==> config.mk <==
export PLATFORM = sky130hd
export DESIGN_NAME = core_top
export DESIGN_NICKNAME = d
export VERILOG_FILES = /design/src/hw/core_pkg.sv /design/src/hw/fetch_decode.sv /design/src/hw/reg_file.sv /design/src/hw/execute.sv /design/src/hw/retire.sv /design/src/hw/core_top.sv
export VERILOG_INCLUDE_DIRS = /design/src /design/src/include
export SDC_FILE = /design/constraint.sdc
export NUM_CORES = 2
export LEC_CHECK = 0
export BUFFER_PORTS_ARGS = -buffer_cell sky130_fd_sc_hd__buf_2
export CAP_MARGIN = 0
export CORE_UTILIZATION = 60
export DETAILED_ROUTE_END_ITERATION = 12
export HOLD_SLACK_MARGIN = 0.08
export PLACE_DENSITY = 0.79
export SYNTH_ARGS = -nofsm -noshare
export SYNTH_HDL_FRONTEND = slang
export SYNTH_HIERARCHICAL = 1
export SYNTH_SLANG_ARGS = --single-unit
==> constraint.sdc <==
create_clock -name clk_g -period 6.76 [get_ports clk_g]
set_input_delay 1.014 -clock clk_g [delete_from_list [all_inputs] [get_ports clk_g]]
set_output_delay 1.014 -clock clk_g [all_outputs]
set_load 0.01 [all_outputs]
==> src/include/core_config.svh <==
// Build-time sizing for the integer core
// CORE_FETCH_DEPTH must be at least 2 and equals the source's initial credits
// CORE_RET_CREDITS is the number of retire records the sink can absorb at reset

`ifndef CORE_CONFIG_SVH
`define CORE_CONFIG_SVH

// Data and PC width
`define CORE_XLEN 32

// Architectural registers, x0 included
`define CORE_REG_COUNT 32

// Instruction buffer entries
`define CORE_FETCH_DEPTH 4

// Retire credits held by the core after reset
`define CORE_RET_CREDITS 2

`endif

==> src/hw/core_pkg.sv <==
// Shared types of the integer core
// Only the OP and OP-IMM major opcodes are given names here
// Instruction field widths are fixed by the RV32I encoding

`include "core_config.svh"

package core_pkg;

    typedef enum logic [6:0] {
        OP     = 7'b0110011,
        OP_IMM = 7'b0010011
    } opcode_e;

    typedef enum logic [3:0] {
        ADD  = 4'd0,
        SUB  = 4'd1,
        AND  = 4'd2,
        OR   = 4'd3,
        XOR  = 4'd4,
        SLT  = 4'd5,
        SLTU = 4'd6
    } alu_op_e;

    typedef logic [$clog2(`CORE_REG_COUNT)-1:0] reg_idx_t;

    // Register-register layout
    typedef struct packed {
        logic [6:0] funct7;
        logic [4:0] rs2;
        logic [4:0] rs1;
        logic [2:0] funct3;
        logic [4:0] rd;
        logic [6:0] opcode;
    } r_type_t;

    // Register-immediate layout
    typedef struct packed {
        logic [11:0] imm12;
        logic [4:0]  rs1;
        logic [2:0]  funct3;
        logic [4:0]  rd;
        logic [6:0]  opcode;
    } i_type_t;

    // Same 32 bits, read as R or I depending on opcode
    typedef union packed {
        r_type_t r;
        i_type_t i;
    } instr_word_u;

    typedef struct packed {
        logic                  valid;
        logic [`CORE_XLEN-1:0] pc;
        instr_word_u           word;
    } fetch_req_t;

    typedef struct packed {
        logic [`CORE_XLEN-1:0] pc;
        reg_idx_t              rs1;
        reg_idx_t              rs2;
        reg_idx_t              rd;
        logic                  use_imm;
        logic [`CORE_XLEN-1:0] imm;
        alu_op_e               alu_op;
        logic                  illegal;
    } uop_t;

    typedef struct packed {
        logic                  valid;
        logic [`CORE_XLEN-1:0] pc;
        reg_idx_t              rd;
        logic [`CORE_XLEN-1:0] value;
        logic                  illegal;
    } retire_t;

endpackage

==> src/hw/fetch_decode.sv <==
// Input side of the core: credit-counted instruction buffer and decoder
// The source must hold a credit for every valid cycle on fetch_in
// One credit is returned per consumed entry, one cycle after uop_take
// Unsupported encodings become illegal uops with rd forced to x0

`timescale 1ns/1ps

`include "core_config.svh"

module fetch_decode import core_pkg::*; (
    input  logic       clk_g,
    input  logic       rst_n,
    input  fetch_req_t fetch_in,
    output logic       fetch_credit,
    output uop_t       uop,
    output logic       uop_valid,
    input  logic       uop_take
);

    localparam int PTR_W = $clog2(`CORE_FETCH_DEPTH);
    localparam int CNT_W = $clog2(`CORE_FETCH_DEPTH + 1);

    logic [`CORE_XLEN-1:0] buf_pc   [`CORE_FETCH_DEPTH];
    instr_word_u           buf_word [`CORE_FETCH_DEPTH];

    logic [PTR_W-1:0] wr_ptr;
    logic [PTR_W-1:0] rd_ptr;
    logic [CNT_W-1:0] count;
    logic             pop;
    instr_word_u      head;

    assign uop_valid = (count != '0);
    assign pop       = uop_take & uop_valid;
    assign head      = buf_word[rd_ptr];

    // Buffer storage
    always_ff @(posedge clk_g) begin
        if (fetch_in.valid) begin
            buf_pc[wr_ptr]   <= fetch_in.pc;
            buf_word[wr_ptr] <= fetch_in.word;
        end
    end

    // Pointers, occupancy and the credit pulse
    always_ff @(posedge clk_g or negedge rst_n) begin
        if (!rst_n) begin
            wr_ptr       <= '0;
            rd_ptr       <= '0;
            count        <= '0;
            fetch_credit <= 1'b0;
        end else begin
            if (fetch_in.valid) begin
                wr_ptr <= (wr_ptr == PTR_W'(`CORE_FETCH_DEPTH - 1)) ? '0 : wr_ptr + 1'b1;
            end
            if (pop) begin
                rd_ptr <= (rd_ptr == PTR_W'(`CORE_FETCH_DEPTH - 1)) ? '0 : rd_ptr + 1'b1;
            end
            count        <= count + CNT_W'(fetch_in.valid) - CNT_W'(pop);
            fetch_credit <= pop;
        end
    end

    // Decode of the head entry
    always_comb begin
        uop         = '0;
        uop.pc      = buf_pc[rd_ptr];
        uop.alu_op  = ADD;
        uop.illegal = 1'b1;

        if (head.i.opcode == OP_IMM) begin
            uop.rs1     = head.i.rs1;
            uop.rd      = head.i.rd;
            uop.use_imm = 1'b1;
            uop.imm     = {{(`CORE_XLEN - 12){head.i.imm12[11]}}, head.i.imm12};
            uop.illegal = 1'b0;
            case (head.i.funct3)
                3'b000:  uop.alu_op = ADD;
                3'b010:  uop.alu_op = SLT;
                3'b011:  uop.alu_op = SLTU;
                3'b100:  uop.alu_op = XOR;
                3'b110:  uop.alu_op = OR;
                3'b111:  uop.alu_op = AND;
                // Shifts are not supported
                default: uop.illegal = 1'b1;
            endcase
        end else if (head.r.opcode == OP) begin
            uop.rs1     = head.r.rs1;
            uop.rs2     = head.r.rs2;
            uop.rd      = head.r.rd;
            uop.illegal = 1'b0;
            case ({head.r.funct7, head.r.funct3})
                10'b0000000_000: uop.alu_op = ADD;
                10'b0100000_000: uop.alu_op = SUB;
                10'b0000000_010: uop.alu_op = SLT;
                10'b0000000_011: uop.alu_op = SLTU;
                10'b0000000_100: uop.alu_op = XOR;
                10'b0000000_110: uop.alu_op = OR;
                10'b0000000_111: uop.alu_op = AND;
                default:         uop.illegal = 1'b1;
            endcase
        end

        if (uop.illegal) begin
            uop.rd = '0;
        end
    end

    // Source broke the credit rule if it writes a full buffer
    a_no_overflow: assert property (@(posedge clk_g) disable iff (!rst_n)
        !(fetch_in.valid && count == CNT_W'(`CORE_FETCH_DEPTH)));

endmodule

==> src/hw/reg_file.sv <==
// Integer register file, two combinational reads and one write
// Register 0 is never written and always reads zero

`timescale 1ns/1ps

`include "core_config.svh"

module reg_file import core_pkg::*; (
    input  logic                  clk_g,
    input  logic                  rst_n,
    input  reg_idx_t              rd_addr_a,
    input  reg_idx_t              rd_addr_b,
    output logic [`CORE_XLEN-1:0] rd_data_a,
    output logic [`CORE_XLEN-1:0] rd_data_b,
    input  logic                  wr_en,
    input  reg_idx_t              wr_addr,
    input  logic [`CORE_XLEN-1:0] wr_data
);

    logic [`CORE_XLEN-1:0] regs [`CORE_REG_COUNT];

    always_ff @(posedge clk_g or negedge rst_n) begin
        if (!rst_n) begin
            for (int i = 0; i < `CORE_REG_COUNT; i++) begin
                regs[i] <= '0;
            end
        end else if (wr_en && wr_addr != '0) begin
            regs[wr_addr] <= wr_data;
        end
    end

    assign rd_data_a = regs[rd_addr_a];
    assign rd_data_b = regs[rd_addr_b];

endmodule

==> src/hw/execute.sv <==
// Register read and execute stage
// Forwards only from its own result register, which is the single
// instruction in flight between decode and the register write
// A new uop is taken when the result register is empty or retiring now

`timescale 1ns/1ps

`include "core_config.svh"

module execute import core_pkg::*; (
    input  logic                  clk_g,
    input  logic                  rst_n,
    input  uop_t                  uop,
    input  logic                  uop_valid,
    output logic                  uop_take,
    output reg_idx_t              rd_addr_a,
    output reg_idx_t              rd_addr_b,
    input  logic [`CORE_XLEN-1:0] rd_data_a,
    input  logic [`CORE_XLEN-1:0] rd_data_b,
    output retire_t               result,
    input  logic                  ret_accept
);

    retire_t               res_q;
    logic                  fwd_ok;
    logic [`CORE_XLEN-1:0] src_a;
    logic [`CORE_XLEN-1:0] src_b;
    logic [`CORE_XLEN-1:0] alu_out;

    assign result   = res_q;
    assign uop_take = uop_valid & (~res_q.valid | ret_accept);

    // ========================================================================
    // Operand read and forwarding
    // ========================================================================

    assign rd_addr_a = uop.rs1;
    assign rd_addr_b = uop.rs2;

    // Result still waiting for its register write
    assign fwd_ok = res_q.valid & ~res_q.illegal & (res_q.rd != '0);

    always_comb begin
        src_a = rd_data_a;
        if (fwd_ok && res_q.rd == uop.rs1) begin
            src_a = res_q.value;
        end

        if (uop.use_imm) begin
            src_b = uop.imm;
        end else if (fwd_ok && res_q.rd == uop.rs2) begin
            src_b = res_q.value;
        end else begin
            src_b = rd_data_b;
        end
    end

    // ========================================================================
    // ALU
    // ========================================================================

    always_comb begin
        case (uop.alu_op)
            ADD:     alu_out = src_a + src_b;
            SUB:     alu_out = src_a - src_b;
            AND:     alu_out = src_a & src_b;
            OR:      alu_out = src_a | src_b;
            XOR:     alu_out = src_a ^ src_b;
            SLT:     alu_out = `CORE_XLEN'($signed(src_a) < $signed(src_b));
            SLTU:    alu_out = `CORE_XLEN'(src_a < src_b);
            default: alu_out = '0;
        endcase
        if (uop.illegal) begin
            alu_out = '0;
        end
    end

    // Result register
    always_ff @(posedge clk_g or negedge rst_n) begin
        if (!rst_n) begin
            res_q <= '0;
        end else if (uop_take) begin
            res_q.valid   <= 1'b1;
            res_q.pc      <= uop.pc;
            res_q.rd      <= uop.rd;
            res_q.value   <= alu_out;
            res_q.illegal <= uop.illegal;
        end else if (ret_accept) begin
            res_q.valid <= 1'b0;
        end
    end

endmodule

==> src/hw/retire.sv <==
// Retire stage with credit-based output
// A record leaves in the same cycle it is accepted, so retire_out.valid
// is combinational from the result register and the credit count
// Illegal records are reported but write no register

`timescale 1ns/1ps

`include "core_config.svh"

module retire import core_pkg::*; (
    input  logic                  clk_g,
    input  logic                  rst_n,
    input  retire_t               result,
    output logic                  ret_accept,
    output logic                  wr_en,
    output reg_idx_t              wr_addr,
    output logic [`CORE_XLEN-1:0] wr_data,
    output retire_t               retire_out,
    input  logic                  retire_credit
);

    localparam int CNT_W = $clog2(`CORE_RET_CREDITS + 1);

    logic [CNT_W-1:0] credits;

    assign ret_accept = result.valid & (credits != '0);

    // Write-back
    assign wr_en   = ret_accept & ~result.illegal;
    assign wr_addr = result.rd;
    assign wr_data = result.value;

    always_comb begin
        retire_out       = result;
        retire_out.valid = ret_accept;
    end

    always_ff @(posedge clk_g or negedge rst_n) begin
        if (!rst_n) begin
            credits <= CNT_W'(`CORE_RET_CREDITS);
        end else begin
            case ({retire_credit, ret_accept})
                2'b10:   credits <= credits + 1'b1;
                2'b01:   credits <= credits - 1'b1;
                default: credits <= credits;
            endcase
        end
    end

    // Sink returned more credits than it was given
    a_credit_bound: assert property (@(posedge clk_g) disable iff (!rst_n)
        credits <= CNT_W'(`CORE_RET_CREDITS));

endmodule

==> src/hw/core_top.sv <==
// Top level of the integer core
// Both external ports use credit flow control, see fetch_decode and retire
// Only OP and OP-IMM ALU instructions execute; others retire as illegal

`timescale 1ns/1ps

`include "core_config.svh"

module core_top import core_pkg::*; (
    input  logic       clk_g,
    input  logic       rst_n,
    input  fetch_req_t fetch_in,
    output logic       fetch_credit,
    output retire_t    retire_out,
    input  logic       retire_credit
);

    uop_t                  uop;
    logic                  uop_valid;
    logic                  uop_take;
    reg_idx_t              rd_addr_a;
    reg_idx_t              rd_addr_b;
    logic [`CORE_XLEN-1:0] rd_data_a;
    logic [`CORE_XLEN-1:0] rd_data_b;
    retire_t               result;
    logic                  ret_accept;
    logic                  wr_en;
    reg_idx_t              wr_addr;
    logic [`CORE_XLEN-1:0] wr_data;

    // ========================================================================
    // Input side
    // ========================================================================

    fetch_decode i_fetch_decode (
        .clk_g        (clk_g),
        .rst_n        (rst_n),
        .fetch_in     (fetch_in),
        .fetch_credit (fetch_credit),
        .uop          (uop),
        .uop_valid    (uop_valid),
        .uop_take     (uop_take)
    );

    // ========================================================================
    // Execute and register file
    // ========================================================================

    execute i_execute (
        .clk_g      (clk_g),
        .rst_n      (rst_n),
        .uop        (uop),
        .uop_valid  (uop_valid),
        .uop_take   (uop_take),
        .rd_addr_a  (rd_addr_a),
        .rd_addr_b  (rd_addr_b),
        .rd_data_a  (rd_data_a),
        .rd_data_b  (rd_data_b),
        .result     (result),
        .ret_accept (ret_accept)
    );

    reg_file i_reg_file (
        .clk_g     (clk_g),
        .rst_n     (rst_n),
        .rd_addr_a (rd_addr_a),
        .rd_addr_b (rd_addr_b),
        .rd_data_a (rd_data_a),
        .rd_data_b (rd_data_b),
        .wr_en     (wr_en),
        .wr_addr   (wr_addr),
        .wr_data   (wr_data)
    );

    // ========================================================================
    // Output side
    // ========================================================================

    retire i_retire (
        .clk_g         (clk_g),
        .rst_n         (rst_n),
        .result        (result),
        .ret_accept    (ret_accept),
        .wr_en         (wr_en),
        .wr_addr       (wr_addr),
        .wr_data       (wr_data),
        .retire_out    (retire_out),
        .retire_credit (retire_credit)
    );

endmodule

==> run_results.csv <==
group,metric,value,unit
cts,cts_buffers,145,
pwr,cellPowerDensity,398.6,mW/mm^2
layout,fillers,8850,
timing,finalHoldViolCount,0,
placed_design,dp_hpwl,143000,um
synth,syn_avg_cell_area,12.06,sq um
floorplan,fp-row-count,129,
setup_path,reg2reg_slack,0.24,ns
timing,fin_skew,0.05059,ns
global_route,grt_first_pass_wirelength,347400,um
floorplan,coreArea,0.1244,sq mm
placed_design,place_area,0.07789,sq mm
synth,async_reset_ff_share,81.19,%
cts,htree_levels,4,
synth,syn-num-nets,6468,
placed_design,port_buffers,139,
pwr,p_leak,35.55,nW
timing,layout_setup_ws,0.2378,ns
setup_path,crit_arrival,7.22,ns
cts,clock_path_buffers,3,
layout,stdcell_area,0.08295,sq mm
timing,fin_crit,6.522,ns
setup_path,criticalPathCategory,"reg2reg",
detailed_routing,drc,0,
layout,final_core_util,66.66,%
synth,ys_ff_latch,1361,
cts,cts_tree,"built",
synth,ys_dominant_reg_cell,"dfrtp_1",
pwr,irDropWorstVdd,321.3,uV
setup_path,path_buf_inv,5,
synth,seq_area_frac_synth,46.68,%
timing,setup_viol,0,
synth,syn_area,0.07571,sq mm
setup_path,crit_fanout,29,
setup_path,cp_common_cell,"buf_4",
floorplan,fp.dieW,357.2,um
timing,period_share,96.48,%
flow_run,cap_violations,0,
placed_design,place.gp.congestion,1.040,
placed_design,dpl_worst_slack,-0.03520,ns
layout,drive_gt1_share,29.78,%
layout,fin_nets,6383,
synth,synth-edff-count,256,
status,status,"complete, no violations",
global_route,grt_usage,36.37,%
setup_path,max_stage_delay,0.52,ns
cts,clk_transition_reported_paths,0.08,ns
detailed_routing,routed_wl,234400,um
timing,max_freq,153.3,MHz
layout,area_growth_syn_to_layout,9.565,%
synth,synthCells,6276,
detailed_routing,viasPerCell,6.827,
detailed_routing,first_iter_violations,6342,
floorplan,die_h,357.2,um
global_route,grt_max_degree,161,
timing,slew_headroom,10.71,%
setup_path,critPathSlowestCell,"or4b_1",
synth,yosysUniqueCellTypes,84,
layout,final_cell_mix,"dfrtp_1, mux2i_1, mux2_2",
cts,cts-hold-fix-buffers,0,
floorplan,start_util,60.84,%
detailed_routing,wire_per_inst,29.49,um
detailed_routing,vias,54250,
cts,clock_sinks,1361,
global_route,grt_pass1_vias,54500,
floorplan,ios,140,
setup_path,cp-end-kind,"register",
detailed_routing,drt-pass1-iter-count,6,
floorplan,die_area,0.1276,sq mm
cts,cts_root_buffer,"clkbuf_16",
timing,fin_tns_setup,0,ns
timing,timing.hold.ws,0.3260,ns
worst_hold_path,min_path_type,"in2async",
timing,worst_pin_slew,1.329,ns
detailed_routing,ant_nets,0,
layout,final_cells,7947,
global_route,gr-total-overflow,0,
cts,clock_latency,0.81,ns
layout,final_common_cell,"dfrtp_1",
setup_path,crit_family,"compound AO/OA/AOI/OAI gates",
placed_design,placedCellCount,7679,
cts,post_cts_buffers,0,
setup_path,crit_required,7.46,ns
synth,yosys_warnings,6,
timing,final_max_slew_viol_count,0,
pwr,total_power,33.06,mW
setup_path,cp-start-kind,"register",
global_route,antenna_found_initial,10,
## worst reg2reg max path, stage by stage, from the launching register on
cell and delay (ns):
edfxtp_1 0.36, or4b_1 0.52, o31a_1 0.31, a22o_4 0.33, nor3b_1 0.22, buf_4 0.19
nor2b_4 0.22, buf_12 0.24, buf_4 0.29, a22o_1 0.16, nor3_1 0.05, a31oi_1 0.28
nand3_1 0.11, mux2i_1 0.15, o21ai_0 0.19, ha_1 0.42, buf_4 0.17, o21a_1 0.11
o31ai_1 0.09, a21oi_1 0.42, a31oi_2 0.18, a32oi_1 0.46, buf_4 0.20, nand3_1 0.10
o21bai_1 0.18, xor2_1 0.08, nor2b_1 0.13, a221o_1 0.26
## synth_stat cells (all sizes together) (4+ instances only)
| cell | number | area, sq um |
|---|---|---|
| dfrtp | 1104 | 27630 |
| mux2i | 1065 | 10660 |
| mux2 | 1064 | 11980 |
| buf | 410 | 2823 |
| nand2 | 306 | 1149 |
| clkbuf | 286 | 1074 |
| a21oi | 277 | 1386 |
| edfxtp | 256 | 7687 |
| nand3 | 210 | 1051 |
| a22oi | 194 | 1456 |
| a22o | 136 | 1191 |
| ha | 121 | 1514 |
| inv | 115 | 431.7 |
| o21ai | 101 | 505.5 |
| nor2 | 99 | 491.7 |
| nor3 | 97 | 485.5 |
| a31oi | 73 | 462.9 |
| mux4 | 58 | 1321 |
| nor2b | 24 | 150.1 |
| a221oi | 20 | 175.2 |
| xnor2 | 20 | 175.2 |
| a21o | 19 | 142.6 |
| and2 | 19 | 120.1 |
| nand2b | 17 | 106.4 |
| a211oi | 12 | 90.09 |
| o211ai | 12 | 90.09 |
| nor4 | 11 | 83.83 |
| o31ai | 11 | 87.58 |
| nor3b | 10 | 90.09 |
| o221ai | 10 | 87.58 |
| a2111oi | 9 | 80.08 |
| or3 | 9 | 61.31 |
| xor2 | 9 | 78.83 |
| nor4b | 7 | 61.31 |
| or4 | 7 | 56.30 |
| nand4 | 6 | 37.54 |
| o21bai | 6 | 45.04 |
| o22ai | 6 | 37.54 |
| or2 | 6 | 37.54 |
| and3 | 5 | 31.28 |
| o21a | 5 | 38.79 |
| a211o | 4 | 35.03 |
| nand3b | 4 | 30.03 |
## power breakdown
part	leakage, nW	switching [mW]	internal, mW
clock	2.38	3.48	4.63
sequential	17.7	0.330	8.86
combinational	15.5	9.59	6.18
## metal layers
metal / vias up / GRT usage, % / share of wire [%]
met1: 27680 / 48.85 / 40
li1: 22800 / - / -
met2: 2993 / 55.41 / 45
met5: - / 0 / 0.024
met4: 10 / 18.89 / 5.6
met3: 767 / 8.168 / 9.8
## what timing repair did
| action | CTS | global route |
|---|---|---|
| setup endpoints to repair | 3 | 22 |
| pin swaps | 0 | 1 |
| gates cloned | 0 | 2 |
| gates resized for setup | 1 | 44 |
## final timing paths
kind                                                    startpoint                                end  depth (start not counted)
min in group clk_g               i_reg_file/regs[1022]$_DFFE_PN0P_  i_reg_file/regs[1022]$_DFFE_PN0P_                          0
hold / removal                                               rst_n   i_execute/result[19]$_DFFE_PN0P_                          1
max in group asynchronous                                    rst_n   i_reg_file/regs[962]$_DFFE_PN0P_                          2
hold reg to reg                  i_reg_file/regs[1022]$_DFFE_PN0P_  i_reg_file/regs[1022]$_DFFE_PN0P_                          0
setup / recovery           i_fetch_decode/buf_word[1][2]$_DFFE_PP_   i_execute/result[27]$_DFFE_PN0P_                         27
setup reg to reg           i_fetch_decode/buf_word[1][2]$_DFFE_PP_   i_execute/result[27]$_DFFE_PN0P_                         27
## state kept, by name, indices dropped and copies added, names as in the netlist
| register | cells |
|---|---|
| i_fetch_decode/fetch_credit | 1 |
| i_reg_file/regs | 1024 |
| i_fetch_decode/buf_pc | 128 |
| i_fetch_decode/count | 3 |
| i_execute/result | 71 |
| i_retire/credits | 2 |
| i_fetch_decode/wr_ptr | 2 |
| i_fetch_decode/buf_word | 128 |
| i_fetch_decode/rd_ptr | 2 |
## layout make-up
type | count | area, sq um | area share (%)
antenna | 3 | 7.507 | 0.009050
clock buffer | 204 | 4143 | 4.994
clock inverter | 59 | 691.9 | 0.8341
inverter | 115 | 431.7 | 0.5204
multi-input combinational | 4104 | 36370 | 43.85
sequential | 1361 | 35350 | 42.61
tap | 1637 | 2048 | 2.469
timing repair buffer | 464 | 3911 | 4.715
## cell families after synthesis
family                   synth area share (%)
multiplexers                            31.65
flip-flops                              46.68
AO/OA/AOI/OAI                           8.096
AND/OR/NAND/NOR                         5.440
buffers and inverters                   5.716
adder cells (fa/ha/maj)                 2.079
XOR/XNOR                               0.3355
other                                0.004953
Note: power is estimated with default switching activity, not from simulation.
